### src/rtl/pcxt_ctrl_pkg.sv
package pcxt_ctrl_pkg;

	////////////////////////////////////////
	// Bus and word widths
	////////////////////////////////////////

	localparam int STATUS_W    = 64;
	localparam int ROM_ADDR_W  = 25;
	localparam int ROM_INDEX_W = 8;

	// Reset timing, counter widths follow the constants
	localparam logic [15:0] RESET_HOLD_CYCLES = 16'd65535;
	localparam logic [5:0]  CPU_RESET_DELAY   = 6'd42;

	// Audio sample enable from the system clock
	localparam logic [31:0] SYS_CLOCK_HZ   = 32'd50_000_000;
	localparam logic [31:0] SAMPLE_RATE_HZ = 32'd44_100;

	// Mainboard DIP switches, MDA or CGA 80 columns
	localparam logic [7:0] DIP_SW_MDA = 8'b00111101;
	localparam logic [7:0] DIP_SW_CGA = 8'b00101101;

	// Plain 4:3 when no aspect override is selected
	localparam logic [12:0] ASPECT_DEFAULT_X = 13'd4;
	localparam logic [12:0] ASPECT_DEFAULT_Y = 13'd3;

	////////////////////////////////////////
	// Menu status bit positions (LSB of each field)
	////////////////////////////////////////

	localparam int ST_SCALE      = 1;   // 2 bits
	localparam int ST_TANDY      = 3;
	localparam int ST_MDA        = 4;
	localparam int ST_ASPECT     = 8;   // 2 bits
	localparam int ST_ADLIB_HIDE = 10;
	localparam int ST_EMS_OFF    = 11;
	localparam int ST_EMS_FRAME  = 12;  // 2 bits
	localparam int ST_SCREEN     = 14;  // 3 bits
	localparam int ST_SPEED      = 17;  // 2 bits
	localparam int ST_WP         = 19;  // 2 bits

	// ROM loader states
	localparam logic [1:0] LD_IDLE = 2'd0;
	localparam logic [1:0] LD_HIGH = 2'd1;
	localparam logic [1:0] LD_HOLD = 2'd2;

	// Host download word, whole or split in bytes
	typedef union packed {
		logic [15:0] word;
		struct packed {
			logic [7:0] hi;
			logic [7:0] lo;
		} bytes;
	} rom_word_t;

endpackage

### src/rtl/pcxt_ctrl_top.sv
`timescale 1ns/1ps

module pcxt_ctrl_top (
	input  logic                                  CLK_50M,
	input  logic                                  reset_wire,
	// Menu and CPU side
	input  logic [pcxt_ctrl_pkg::STATUS_W-1:0]    status,
	input  logic                                  biu_done,
	input  logic                                  port_b_sel,
	// Host download
	input  logic                                  ioctl_wr,
	input  logic [pcxt_ctrl_pkg::ROM_ADDR_W-1:0]  ioctl_addr,
	input  logic [15:0]                           ioctl_data,
	input  logic                                  ioctl_download,
	input  logic [pcxt_ctrl_pkg::ROM_INDEX_W-1:0] ioctl_index,
	// Machine configuration
	output logic                                  tandy_mode,
	output logic                                  mda_mode,
	output logic                                  adlib_hide,
	output logic                                  ems_enabled,
	output logic [1:0]                            ems_frame,
	output logic [1:0]                            cpu_speed,
	output logic [1:0]                            floppy_wp,
	output logic [2:0]                            screen_mode,
	output logic [1:0]                            vga_sl,
	output logic                                  scandoubler,
	output logic                                  hq2x,
	output logic                                  color_mode,
	output logic                                  turbo_mode,
	output logic [12:0]                           video_arx,
	output logic [12:0]                           video_ary,
	output logic [3:0]                            dip_nibble,
	// ROM byte writes
	output logic                                  ioctl_wait,
	output logic                                  rom_wr,
	output logic [pcxt_ctrl_pkg::ROM_ADDR_W-1:0]  rom_addr,
	output logic [7:0]                            rom_data,
	output logic                                  rom_download,
	output logic [pcxt_ctrl_pkg::ROM_INDEX_W-1:0] rom_index,
	// Resets and audio enable
	output logic                                  sys_reset,
	output logic                                  cpu_reset,
	output logic                                  sample_en
);

	// Menu word to configuration
	status_decode i_decode (
		.CLK_50M    (CLK_50M),
		.reset_wire (reset_wire),
		.status     (status),
		.biu_done   (biu_done),
		.port_b_sel (port_b_sel),
		.tandy_mode (tandy_mode),
		.mda_mode   (mda_mode),
		.adlib_hide (adlib_hide),
		.ems_enabled(ems_enabled),
		.ems_frame  (ems_frame),
		.cpu_speed  (cpu_speed),
		.floppy_wp  (floppy_wp),
		.screen_mode(screen_mode),
		.vga_sl     (vga_sl),
		.scandoubler(scandoubler),
		.hq2x       (hq2x),
		.color_mode (color_mode),
		.turbo_mode (turbo_mode),
		.video_arx  (video_arx),
		.video_ary  (video_ary),
		.dip_nibble (dip_nibble)
	);

	// Word to byte splitter
	rom_byte_loader i_loader (
		.CLK_50M       (CLK_50M),
		.reset_wire    (reset_wire),
		.ioctl_wr      (ioctl_wr),
		.ioctl_addr    (ioctl_addr),
		.ioctl_data    (ioctl_data),
		.ioctl_download(ioctl_download),
		.ioctl_index   (ioctl_index),
		.ioctl_wait    (ioctl_wait),
		.rom_wr        (rom_wr),
		.rom_addr      (rom_addr),
		.rom_data      (rom_data),
		.rom_download  (rom_download),
		.rom_index     (rom_index)
	);

	reset_sequencer i_reset (
		.CLK_50M   (CLK_50M),
		.reset_wire(reset_wire),
		.sys_reset (sys_reset),
		.cpu_reset (cpu_reset)
	);

	// 44.1 kHz enable
	sample_rate_gen i_sample (
		.CLK_50M   (CLK_50M),
		.reset_wire(reset_wire),
		.sample_en (sample_en)
	);

endmodule

### src/rtl/reset_sequencer.sv
`timescale 1ns/1ps

module reset_sequencer (
	input  logic CLK_50M,
	input  logic reset_wire,
	output logic sys_reset,
	output logic cpu_reset
);

	// Counters sized by their limits
	logic [15:0] hold_cnt;
	logic [5:0]  delay_cnt;
	logic        sys_reset_q;

	////////////////////////////////////////
	// System reset stretch
	////////////////////////////////////////

	always_ff @(posedge CLK_50M or posedge reset_wire) begin
		if (reset_wire) begin
			sys_reset <= 1'b1;
			hold_cnt  <= 16'd0;
		end else if (sys_reset) begin
			// Release on the edge after the last count
			if (hold_cnt != pcxt_ctrl_pkg::RESET_HOLD_CYCLES) begin
				hold_cnt <= hold_cnt + 16'd1;
			end else begin
				sys_reset <= 1'b0;
			end
		end
	end

	////////////////////////////////////////
	// CPU reset delay
	////////////////////////////////////////

	// One flop behind the system reset
	always_ff @(posedge CLK_50M or posedge reset_wire) begin
		if (reset_wire) begin
			sys_reset_q <= 1'b1;
		end else begin
			sys_reset_q <= sys_reset;
		end
	end

	always_ff @(posedge CLK_50M or posedge reset_wire) begin
		if (reset_wire) begin
			cpu_reset <= 1'b1;
			delay_cnt <= 6'd0;
		end else if (sys_reset || sys_reset_q) begin
			// Hold and restart while either stage is active
			cpu_reset <= 1'b1;
			delay_cnt <= 6'd0;
		end else if (cpu_reset) begin
			if (delay_cnt != pcxt_ctrl_pkg::CPU_RESET_DELAY) begin
				delay_cnt <= delay_cnt + 6'd1;
			end else begin
				// 44 clocks after sys_reset drops
				cpu_reset <= 1'b0;
			end
		end
	end

endmodule

### src/rtl/rom_byte_loader.sv
`timescale 1ns/1ps

module rom_byte_loader (
	input  logic                                  CLK_50M,
	input  logic                                  reset_wire,
	input  logic                                  ioctl_wr,
	input  logic [pcxt_ctrl_pkg::ROM_ADDR_W-1:0]  ioctl_addr,
	input  logic [15:0]                           ioctl_data,
	input  logic                                  ioctl_download,
	input  logic [pcxt_ctrl_pkg::ROM_INDEX_W-1:0] ioctl_index,
	output logic                                  ioctl_wait,
	output logic                                  rom_wr,
	output logic [pcxt_ctrl_pkg::ROM_ADDR_W-1:0]  rom_addr,
	output logic [7:0]                            rom_data,
	output logic                                  rom_download,
	output logic [pcxt_ctrl_pkg::ROM_INDEX_W-1:0] rom_index
);

	logic [1:0]               state;
	pcxt_ctrl_pkg::rom_word_t host_word;
	// Odd byte held for the second write
	logic [7:0]               hi_byte;

	assign host_word.word = ioctl_data;

	////////////////////////////////////////
	// FSM and handshake
	////////////////////////////////////////

	always_ff @(posedge CLK_50M or posedge reset_wire) begin
		if (reset_wire) begin
			state      <= pcxt_ctrl_pkg::LD_IDLE;
			rom_wr     <= 1'b0;
			ioctl_wait <= 1'b0;
		end else begin
			case (state)
				pcxt_ctrl_pkg::LD_IDLE: begin
					// New word, low byte goes out next
					rom_wr     <= ioctl_wr;
					ioctl_wait <= ioctl_wr;
					if (ioctl_wr) begin
						state <= pcxt_ctrl_pkg::LD_HIGH;
					end
				end
				pcxt_ctrl_pkg::LD_HIGH: begin
					state      <= pcxt_ctrl_pkg::LD_HOLD;
					rom_wr     <= 1'b1;
					ioctl_wait <= 1'b1;
				end
				pcxt_ctrl_pkg::LD_HOLD: begin
					rom_wr     <= 1'b0;
					ioctl_wait <= 1'b0;
					// Wait for the host strobe to drop
					if (!ioctl_wr) begin
						state <= pcxt_ctrl_pkg::LD_IDLE;
					end
				end
				default: begin
					state      <= pcxt_ctrl_pkg::LD_IDLE;
					rom_wr     <= 1'b0;
					ioctl_wait <= 1'b0;
				end
			endcase
		end
	end

	////////////////////////////////////////
	// Byte payload
	////////////////////////////////////////

	always_ff @(posedge CLK_50M) begin
		if ((state == pcxt_ctrl_pkg::LD_IDLE) && ioctl_wr) begin
			hi_byte      <= host_word.bytes.hi;
			rom_addr     <= ioctl_addr;
			rom_data     <= host_word.bytes.lo;
			rom_download <= ioctl_download;
			rom_index    <= ioctl_index;
		end else if (state == pcxt_ctrl_pkg::LD_HIGH) begin
			// Odd byte at the next address
			rom_addr <= rom_addr + {{(pcxt_ctrl_pkg::ROM_ADDR_W-1){1'b0}}, 1'b1};
			rom_data <= hi_byte;
		end else begin
			rom_addr     <= '0;
			rom_data     <= 8'd0;
			rom_download <= 1'b0;
			rom_index    <= '0;
		end
	end

endmodule

### src/rtl/sample_rate_gen.sv
`timescale 1ns/1ps

module sample_rate_gen (
	input  logic CLK_50M,
	input  logic reset_wire,
	output logic sample_en
);

	// Phase in units of one sample period
	logic [31:0] acc;
	logic [31:0] acc_next;

	assign acc_next = acc + pcxt_ctrl_pkg::SAMPLE_RATE_HZ;

	always_ff @(posedge CLK_50M or posedge reset_wire) begin
		if (reset_wire) begin
			acc       <= 32'd0;
			sample_en <= 1'b0;
		end else if (acc_next >= pcxt_ctrl_pkg::SYS_CLOCK_HZ) begin
			// Wrap and emit one enable
			acc       <= acc_next - pcxt_ctrl_pkg::SYS_CLOCK_HZ;
			sample_en <= 1'b1;
		end else begin
			acc       <= acc_next;
			sample_en <= 1'b0;
		end
	end

endmodule

### src/rtl/status_decode.sv
`timescale 1ns/1ps

module status_decode (
	input  logic                               CLK_50M,
	input  logic                               reset_wire,
	input  logic [pcxt_ctrl_pkg::STATUS_W-1:0] status,
	input  logic                               biu_done,
	input  logic                               port_b_sel,
	output logic                               tandy_mode,
	output logic                               mda_mode,
	output logic                               adlib_hide,
	output logic                               ems_enabled,
	output logic [1:0]                         ems_frame,
	output logic [1:0]                         cpu_speed,
	output logic [1:0]                         floppy_wp,
	output logic [2:0]                         screen_mode,
	output logic [1:0]                         vga_sl,
	output logic                               scandoubler,
	output logic                               hq2x,
	output logic                               color_mode,
	output logic                               turbo_mode,
	output logic [12:0]                        video_arx,
	output logic [12:0]                        video_ary,
	output logic [3:0]                         dip_nibble
);

	// Multi-bit menu fields
	logic [1:0] scale;
	logic [1:0] aspect;
	logic [1:0] speed;
	logic [2:0] screen;
	logic [7:0] dip_sw;

	assign scale  = status[pcxt_ctrl_pkg::ST_SCALE +: 2];
	assign aspect = status[pcxt_ctrl_pkg::ST_ASPECT +: 2];
	assign speed  = status[pcxt_ctrl_pkg::ST_SPEED +: 2];
	assign screen = status[pcxt_ctrl_pkg::ST_SCREEN +: 3];

	// Switch byte follows the selected adapter
	assign dip_sw = status[pcxt_ctrl_pkg::ST_MDA] ? pcxt_ctrl_pkg::DIP_SW_MDA
		: pcxt_ctrl_pkg::DIP_SW_CGA;

	always_ff @(posedge CLK_50M or posedge reset_wire) begin
		if (reset_wire) begin
			tandy_mode  <= 1'b0;
			mda_mode    <= 1'b0;
			adlib_hide  <= 1'b0;
			ems_enabled <= 1'b0;
			ems_frame   <= 2'd0;
			cpu_speed   <= 2'd0;
			floppy_wp   <= 2'd0;
			screen_mode <= 3'd0;
			vga_sl      <= 2'd0;
			scandoubler <= 1'b0;
			hq2x        <= 1'b0;
			color_mode  <= 1'b0;
			turbo_mode  <= 1'b0;
			video_arx   <= pcxt_ctrl_pkg::ASPECT_DEFAULT_X;
			video_ary   <= pcxt_ctrl_pkg::ASPECT_DEFAULT_Y;
			dip_nibble  <= 4'd0;
		end else begin
			tandy_mode  <= status[pcxt_ctrl_pkg::ST_TANDY];
			mda_mode    <= status[pcxt_ctrl_pkg::ST_MDA];
			adlib_hide  <= status[pcxt_ctrl_pkg::ST_ADLIB_HIDE];
			// Menu bit is a disable
			ems_enabled <= ~status[pcxt_ctrl_pkg::ST_EMS_OFF];
			ems_frame   <= status[pcxt_ctrl_pkg::ST_EMS_FRAME +: 2];
			cpu_speed   <= speed;
			floppy_wp   <= status[pcxt_ctrl_pkg::ST_WP +: 2];
			screen_mode <= screen;
			// Scanline strength, 25% or 50%
			vga_sl      <= {scale == 2'd3, scale == 2'd2};
			scandoubler <= (scale != 2'd0);
			hq2x        <= (scale == 2'd1);
			// Full color display only
			color_mode  <= (screen == 3'd0);
			if (aspect == 2'd0) begin
				video_arx <= pcxt_ctrl_pkg::ASPECT_DEFAULT_X;
				video_ary <= pcxt_ctrl_pkg::ASPECT_DEFAULT_Y;
			end else begin
				// Codes 1..3 select full screen or ARC presets
				video_arx <= {11'd0, aspect - 2'd1};
				video_ary <= 13'd0;
			end
			// Turbo changes only at a BIU boundary
			if (biu_done) begin
				turbo_mode <= (speed == 2'd1) || (speed == 2'd2);
			end
			// Port B bit 3 picks the switch nibble on port C
			dip_nibble <= port_b_sel ? dip_sw[7:4] : dip_sw[3:0];
		end
	end

endmodule

### config.mk
export PLATFORM = sky130hd
export DESIGN_NAME = pcxt_ctrl_top
export DESIGN_NICKNAME = d
export VERILOG_FILES = /design/src/rtl/pcxt_ctrl_pkg.sv /design/src/rtl/pcxt_ctrl_top.sv /design/src/rtl/reset_sequencer.sv /design/src/rtl/rom_byte_loader.sv /design/src/rtl/sample_rate_gen.sv /design/src/rtl/status_decode.sv
export SDC_FILE = /design/constraint.sdc
export NUM_CORES = 1
export LEC_CHECK = 0
export CAP_MARGIN = 20
export CORE_MARGIN = 3
export CORE_UTILIZATION = 40
export CTS_BUF_LIST = sky130_fd_sc_hd__clkbuf_8
export CTS_CLUSTER_SIZE = 8
export DETAILED_ROUTE_END_ITERATION = 12
export DONT_BUFFER_PORTS = 1
export PLACE_DENSITY = 0.51
export SYNTH_ARGS = -nofsm -noshare
export SYNTH_HDL_FRONTEND = slang
export SYNTH_SLANG_ARGS = --single-unit
### constraint.sdc
create_clock -name CLK_50M -period 4 [get_ports CLK_50M]
set_input_delay 1.2 -clock CLK_50M [delete_from_list [all_inputs] [get_ports CLK_50M]]
set_output_delay 1.2 -clock CLK_50M [all_outputs]
set_load 0.05 [all_outputs]
==> metrics.md, run 1 <==
| Metric | Value |
|---|---|
| Status | complete, no violations |
| XOR/XNOR Fraction of Synth Area | 0.1208 |
| Area Growth Syn to Fin | 8.905% |
| Worst slew margin | 0.3990 |
| DR vias/cell | 5.116 |
| DRC | 0 |
| Layout Nets | roughly 740 |
| RSZ-0062 raised after global routing | no |
| IO buf count | 0 |
| Req. time, crit path | approximately 4.3 ns |
| First-pass GRT wire length | between 20 and 25 mm |
| CTS tree | built |
| Crit path launch type | flip-flop |
| Vias in the first global route | between 4000 and 5000 |
| Grt ovf | 0 |
| Classification of the worst setup path | flip-flop to flip-flop |
| Peak supply drop | roughly 0.32 mV |
| Post-synthesis simple-gate area fraction | 0.1678 |
| Ys flop type | dfrtp_1 |
| Starting Density | 0.4119 |
| DIE HEIGHT | about 130 um |
| Synth Area in Compound Gates | 0.1216 |
| Final non-filler cell total | about 840 |
| Crit share post-route | 0.8709 |
| Placed insts | 801 |
| DP HPWL | slightly above 10 mm |
| Post-CTS sizing | 0 |
| Root Buffer | clkbuf_8 |
| Fin util | 0.4486 |
| Post-Synth Adder-Cell Area | 0.01190 |
| Max Slew Vio Count | 0 |
| Layout cells sized above 1 | 0.1011 |
| Post-Syn Area per Cell | 10.39 sq um |
| Power Density | approximately 550 nW/um^2 |
| Vias | between 4000 and 5000 |
| Clock skew | 0.01021 ns |
| Final min period | 3.484 ns |
| Antenna-violating nets left | 0 |
| TritonRoute pass-1 iters | 4 |
| Hold WC Path Type | flip-flop to flip-flop |
| Clock Path Buffers | 2 |
| Num ports | between 200 and 250 |
| Maximum number of pins on one net before global-route repair | 52 |
| Hold path cells | 1 |
| CP Data Arrival Time | approximately 3.8 ns |
| Die Wd | about 130 um |
| Final Hold Vio Count | 0 |
| CP endpoint kind | flip-flop |
| Final WL | 13.67 mm |
| Hold_buf cts | 0 |
| Setup TNS Final | 0 ns |
| Initial antenna violation count | 2 |
| Post-CTS Setup Bufs | 0 |
| Clk_lat worst skew | ~0.45 ns |
| CTS Buf Count | 17 |
| MaxCap Viol Count | 0 |
| Post-synthesis mux area share | 0.008330 |
| Final setup viols | 0 |
| GP Congestion | approximately 0.82 |
| Largest family of logic cells by synthesized area | simple AND/OR/NAND/NOR gates |
| Post-Syn Area | 6309 sq um |
| Core Area | between 15000 and 20000 sq um |
| Worst slew pin tran | between 0.9 and 1 ns |
| R2r worst-path depth | 12 |
| Clock net sink count | about 130 |
| Number of synthesized flops with an enable pin | 17 |
| Synthesis Warnings | 0 |
| DR WL/cell | around 16 um |
| Fmax | ~290 MHz |
| Clk slew on worst S/H paths | roughly 0.090 ns |
| Distinct cell type count after synthesis | 70 |
| Ys async rst share | 0.6269 |
| All-Layer GR Usage | 0.1635 |
| Initial drt markers | 150 |
| CP max FO | 18 |
| Gate count of the mapped netlist | between 600 and 700 |
| Die area | 17310 sq um |
| Htree depth | 4 |
| LEAKAGE | between 2 and 3 nW |
| Sequential element share of the synthesized area | 0.5196 |
| Cell Rows | 45 |
| FF+latch count, synth | around 130 |
[cell type report]
type	count	area (sq um)
fill	1473	8444
sequential	134	3278
multi-input combinational	439	2799
antenna	2	5.005
tap	211	264.0
timing repair buffer	6	65.06
inverter	12	48.80
clock inverter	15	176.4
clock buffer	17	234.0
[power by group]
group / switching, mW / internal [mW]
logic: 0.222 / 0.128
clock network: 0.651 / 0.478
registers: 0.740 / 1.58
[flip-flops by register name, indices dropped and copies added (netlist names), 2 cells and up]
| name | cells |
|---|---|
| i_decode.floppy_wp | 2 |
| i_decode.dip_nibble | 3 |
| i_loader.rom_addr | 25 |
| i_loader.state | 2 |
| i_decode.video_arx | 2 |
| i_sample.acc | 30 |
| i_decode.cpu_speed | 2 |
| i_loader.rom_data | 8 |
| i_reset.hold_cnt | 16 |
| i_loader.hi_byte | 8 |
| i_reset.delay_cnt | 6 |
| i_decode.screen_mode | 3 |
| i_loader.rom_index | 8 |
| i_decode.vga_sl | 2 |
| i_decode.ems_frame | 2 |
[path summary, 6_finish.rpt]
| check | startpoint | end | slack [ns] |
|---|---|---|---|
| setup / recovery | i_sample.acc[2]$_DFF_PP0_ | i_sample.acc[23]$_DFF_PP0_ | 0.52 |
| hold / removal | i_loader.hi_byte[1]$_DFFE_PP_ | i_loader.rom_data[1]$_DFF_P_ | 0.47 |
| setup reg to reg | i_sample.acc[2]$_DFF_PP0_ | i_sample.acc[23]$_DFF_PP0_ | 0.52 |
| hold reg to reg | i_loader.hi_byte[1]$_DFFE_PP_ | i_loader.rom_data[1]$_DFF_P_ | 0.47 |
| max in group asynchronous | reset_wire | i_reset.cpu_reset$_DFF_PP1_ | 2.48 |
| min in group asynchronous | reset_wire | i_decode.cpu_speed[0]$_DFF_PP0_ | 0.72 |
[worst max-delay path, cell delays in order (launching register included)]
cell	delay, ns
dfrtp_1	0.49
ha_1	0.30
a31oi_1	0.19
o21ai_0	0.36
nor2_1	0.15
a2111oi_2	0.55
a31o_1	0.31
a21o_1	0.20
a211oi_4	0.09
inv_4	0.21
nand3_1	0.16
a21o_1	0.21
xor2_1	0.13
[cells by family after synthesis]
| group | Yosys count |
|---|---|
| multiplexers | 5 |
| buffers and inverters | 54 |
| other | 1 |
| AO/OA/AOI/OAI | 109 |
| flip-flops | 134 |
| AND/OR/NAND/NOR | 211 |
| XOR/XNOR | 87 |
| adder cells (fa/ha/maj) | 6 |
[synthesized netlist by cell type, types with 3 or more instances]
cell	count	area [sq um]
or3_1	3	18.77
o21ai_0	35	175.2
nand2b_1	5	31.28
a21oi_1	16	80.08
xor2_1	38	332.8
dfxtp_1	33	660.6
nor2b_1	4	25.02
a31oi_1	6	37.54
buf_2	7	35.03
buf_4	26	195.2
nand3_1	27	135.1
edfxtp_1	17	510.5
inv_1	11	41.29
a211oi_1	4	30.03
a21o_1	5	37.54
or2_2	4	25.02
nor3_1	8	40.04
and4_1	3	26.28
o22ai_1	3	18.77
ha_1	6	75.07
dfstp_2	4	105.1
a22o_1	9	78.83
and2_1	13	81.33
clkbuf_1	9	33.78
nand2_1	74	277.8
o211ai_1	5	37.54
and3_1	11	68.82
dfrtp_1	80	2002
xnor2_1	49	429.2
nand4_1	14	87.58
nor2_1	30	112.6
mux2i_1	3	30.03
[stage by stage]
step	instance area, sq um	power (mW)	hold WS (ns)	setup WS (ns)
2_1_floorplan	6384	2.585	0.4358	0.6415
3_5_place_dp	6427	2.689	0.4451	0.5434
5_1_grt	6870	3.989	0.4864	0.2387
3_3_place_gp	6427	2.678	0.4415	0.5291
4_1_cts	6838	3.835	0.4660	0.5221
6_report	6870	3.795	0.4657	0.5163
[cell usage in the layout (no fill, tap or decap), types with 4 or more instances in the layout]
cell and count:
a211oi_1 4, a21o_1 5, a21oi_1 16, a22o_1 9, a31oi_1 6, and2_1 13
and3_1 11, buf_4 5, clkbuf_8 17, clkinv_8 5, conb_1 21, dfrtp_1 80
dfstp_2 4, dfxtp_1 33, edfxtp_1 17, ha_1 6, inv_1 10, inv_6 6
nand2_1 74, nand2b_1 5, nand3_1 27, nand4_1 14, nor2_1 30, nor2b_1 4
nor3_1 8, o211ai_1 5, o21ai_0 35, or2_2 4, xnor2_1 49, xor2_1 38
[layer usage]
metal  share of wire  vias to the layer above  GRT usage
li1                -                     2085          -
met1            0.43                     2043     0.2027
met2            0.47                      136     0.2536
met3           0.086                       13    0.07810
met4           0.012                        0    0.04959
met5               0                        -          0
Power figures use the tool's default switching activity.
==> run 2: changes to the inputs <==
==> constraint.sdc (replaced) <==
create_clock -name CLK_50M -period 4 [get_ports CLK_50M]
set_input_delay 0.8 -clock CLK_50M [delete_from_list [all_inputs] [get_ports CLK_50M]]
set_output_delay 0.8 -clock CLK_50M [all_outputs]
set_load 0.05 [all_outputs]
==> run 2 against run 1 <==
Against the previous run: first-iteration DRC count grew 67%; non-clock buffer count grew 2; combinational power grew 2%; register-to-register slack lost 0.03 ns; clock power is essentially flat; critical path type unchanged; critical endpoint is now i_sample.acc[14]$_DFF_PP0_.
==> metrics.md, run 2 (synthesized netlist as in run 1, its figures left out) <==
| Metric | Value |
|---|---|
| Footprint of the multi-input gates | 2799 sq um (unchanged) |
| CP max FO | 7 (was 18) |
| Top reg by flops | i_sample.acc (unchanged) |
| Commonest non-fill, non-tap cell in the layout | dfrtp_1 (unchanged) |
| Classification of the worst setup path | flip-flop to flip-flop (unchanged) |
| Final Hold Vio Count | 0 (unchanged) |
| Vias | 4291 (was 4277) |
| Top Registers | i_sample.acc (30), i_loader.rom_addr (25), i_reset.hold_cnt (16) (unchanged) |
| Maximum number of pins on one net before global-route repair | 52 (unchanged) |
| CTS Buf Count | 17 (unchanged) |
| RSZ-0062 raised after global routing | no (unchanged) |
| Slowest cell on crit path | a2111oi_2 (unchanged) |
| GP Congestion | 0.7954 (was 0.8192) |
| Reg area | 3278 sq um (unchanged) |
| Hold WC Path Type | input pin to asynchronous set/reset pin (was flip-flop to flip-flop) |
| Largest register FFs | 30 (unchanged) |
| Fin util | 0.4498 (was 0.4486) |
| Cell Rows | 45 (unchanged) |
| Final setup viols | 0 (unchanged) |
| Core Area | 15310 sq um (unchanged) |
| Post-CTS sizing | 0 (unchanged) |
| Grt ovf | 0 (unchanged) |
| Peak supply drop | 0.3776 mV (was 0.3198 mV) |
| All-Layer GR Usage | 0.1610 (was 0.1635) |
| Initial antenna violation count | 2 (unchanged) |
| Starting Density | 0.4119 (unchanged) |
| Setup TNS Final | 0 ns (unchanged) |
| Worst slew margin | 0.3994 (was 0.3990) |
| Final min period | 3.518 ns (was 3.484 ns) |
| Power Density | 551.7 nW/um^2 (was 552.3 nW/um^2) |
| Area Growth Syn to Fin | 9.203% (was 8.905%) |
| Bufs and invs on worst path | 1 (unchanged) |
| DRC | 0 (unchanged) |
| Num ports | 215 (unchanged) |
| ANT cells | 0 (was 2) |
| Switch share | 0.4238 (was 0.4248) |
| Layout cells sized above 1 | 0.1040 (was 0.1011) |
| Max incr delay on CP | 0.61 ns (was 0.55 ns) |
| Clock skew | 0.01292 ns (was 0.01021 ns) |
| CP endpoint kind | flip-flop (unchanged) |
| DR WL/cell | 16.46 um (was 16.35 um) |
| Crit path launch type | flip-flop (unchanged) |
| Clk_lat worst skew | 0.44 ns (was 0.45 ns) |
| Crit share post-route | 0.8796 (was 0.8709) |
| MaxCap Viol Count | 0 (unchanged) |
| Final WL | 13.76 mm (was 13.67 mm) |
| CTS tree | built (unchanged) |
| DIE HEIGHT | 131.6 um (unchanged) |
| IO buf count | 0 (unchanged) |
| Initial drt markers | 251 (was 150) |
| Root Buffer | clkbuf_8 (unchanged) |
| DP HPWL | 9.989 mm (was 10.12 mm) |
| Layout Nets | 737 (was 735) |
| Family with the most delay on the worst path | compound AO/OA/AOI/OAI gates (unchanged) |
| P_int | 2.190 mW (was 2.183 mW) |
| Die Wd | 131.6 um (unchanged) |
| Clock Path Buffers | 2 (unchanged) |
| Req. time, crit path | 4.32 ns (was 4.33 ns) |
| Power consumption | 3.800 mW (was 3.795 mW) |
| Post-CTS Setup Bufs | 0 (unchanged) |
| Fmax | 284.2 MHz (was 287.1 MHz) |
| Antenna-violating nets left | 0 (unchanged) |
| Most frequent cells in the layout | dfrtp_1, nand2_1, xnor2_1 (unchanged) |
| Hold_buf cts | 0 (unchanged) |
| Clock net sink count | 134 (unchanged) |
| DR vias/cell | 5.133 (was 5.116) |
| Clock power frac | 0.297 (about the same) |
| Die area | 17310 sq um (unchanged) |
| R2R setup slack | 0.48 ns (was 0.52 ns) |
| CP Data Arrival Time | 3.84 ns (was 3.82 ns) |
| Max Slew Vio Count | 0 (unchanged) |
| Combinational group share of total power | 0.094 (was 0.092) |
| Worst path cell trace | ha_1, a31oi_1, o21ai_0, nor2_1, a2111oi_2, a31o_1, a21o_1, a211oi_4, buf_4, o21ai_0, o311ai_2, xnor2_1 (was ha_1, a31oi_1, o21ai_0, nor2_1, a2111oi_2, a31o_1, a21o_1, a211oi_4, inv_4, nand3_1, a21o_1, xor2_1) |
| Switching Power | 1.610 mW (was 1.612 mW) |
| Seq pwr share | 0.609 (was 0.610) |
| Worst path most repeated cell | o21ai_0 (was a21o_1) |
| Status | complete, no violations (unchanged) |
| Clk slew on worst S/H paths | 0.09 ns (about the same) |
| LEAKAGE | 2.807 nW (was 2.798 nW) |
| TritonRoute pass-1 iters | 4 (unchanged) |
| First-pass GRT wire length | 22.48 mm (was 22.74 mm) |
| Fill count | 1485 (was 1473) |
| Htree depth | 4 (unchanged) |
| Worst slew pin tran | 0.9015 ns (was 0.9021 ns) |
| Vias in the first global route | 4374 (was 4264) |
-- run 2: changes by cell type in the layout (fill, tap and decap cells not counted) --
cell / previous run / this run
inv_8: 3 / 4
diode_2: 2 / 0
inv_6: 6 / 3
clkinvlp_4: 0 / 1
clkinv_8: 5 / 6
buf_4: 5 / 7
-- run 2: metal layers --
layer | GRT usage | up-vias | share of wire
met1 | 0.1979 | 2058 | 0.44
met4 | 0.06476 | 4 | 0.019
met5 | 0 | - | 0.0010
li1 | - | 2080 | -
met3 | 0.06508 | 23 | 0.083
met2 | 0.2527 | 126 | 0.46
-- run 2: area by class of cell --
class | count | share of cell area
multi-input cells | 439 | 0.4063
clock buffers | 17 | 0.03396
well taps | 211 | 0.03832
clock inverters | 15 | 0.02688
repair buffers | 8 | 0.01162
flip-flops and latches | 134 | 0.4758
inverters | 12 | 0.007083
-- run 2: through the flow --
step / area [sq um] / hold WS [ns] / setup WS [ns] / std cells
after floorplan: 6384 / 0.4358 / 1.041 / 627
after global placement: 6442 / 0.4411 / 0.5146 / 803
after detailed placement: 6442 / 0.4416 / 0.4902 / 803
after CTS: 6862 / 0.1522 / 0.4606 / 835
after global routing: 6889 / 0.1674 / 0.1894 / 836
final: 6889 / 0.1737 / 0.4817 / 836
-- run 2: power by group through the flow --
stage / Combinational (mW) / Clock, mW / Sequential (mW)
finish: 0.356 / 1.13 / 2.32
global route: 0.402 / 1.22 / 2.35
CTS: 0.342 / 1.17 / 2.33
detailed placement: 0.342 / 0 / 2.35
global placement: 0.332 / 0 / 2.35
floorplan: 0.321 / 0 / 2.26
-- run 2: path summary, 6_finish.rpt --
path                                               start  depth (start not counted)                               to
setup / recovery               i_sample.acc[2]$_DFF_PP0_                         12       i_sample.acc[14]$_DFF_PP0_
hold / removal                                reset_wire                          1       i_sample.acc[22]$_DFF_PP0_
setup reg to reg               i_sample.acc[2]$_DFF_PP0_                         12       i_sample.acc[14]$_DFF_PP0_
hold reg to reg            i_loader.hi_byte[4]$_DFFE_PP_                          1     i_loader.rom_data[4]$_DFF_P_
max in group asynchronous                     reset_wire                          2      i_reset.sys_reset$_DFF_PP1_
min in group CLK_50M                           status[8]                          1  i_decode.video_ary[0]$_DFF_PP1_
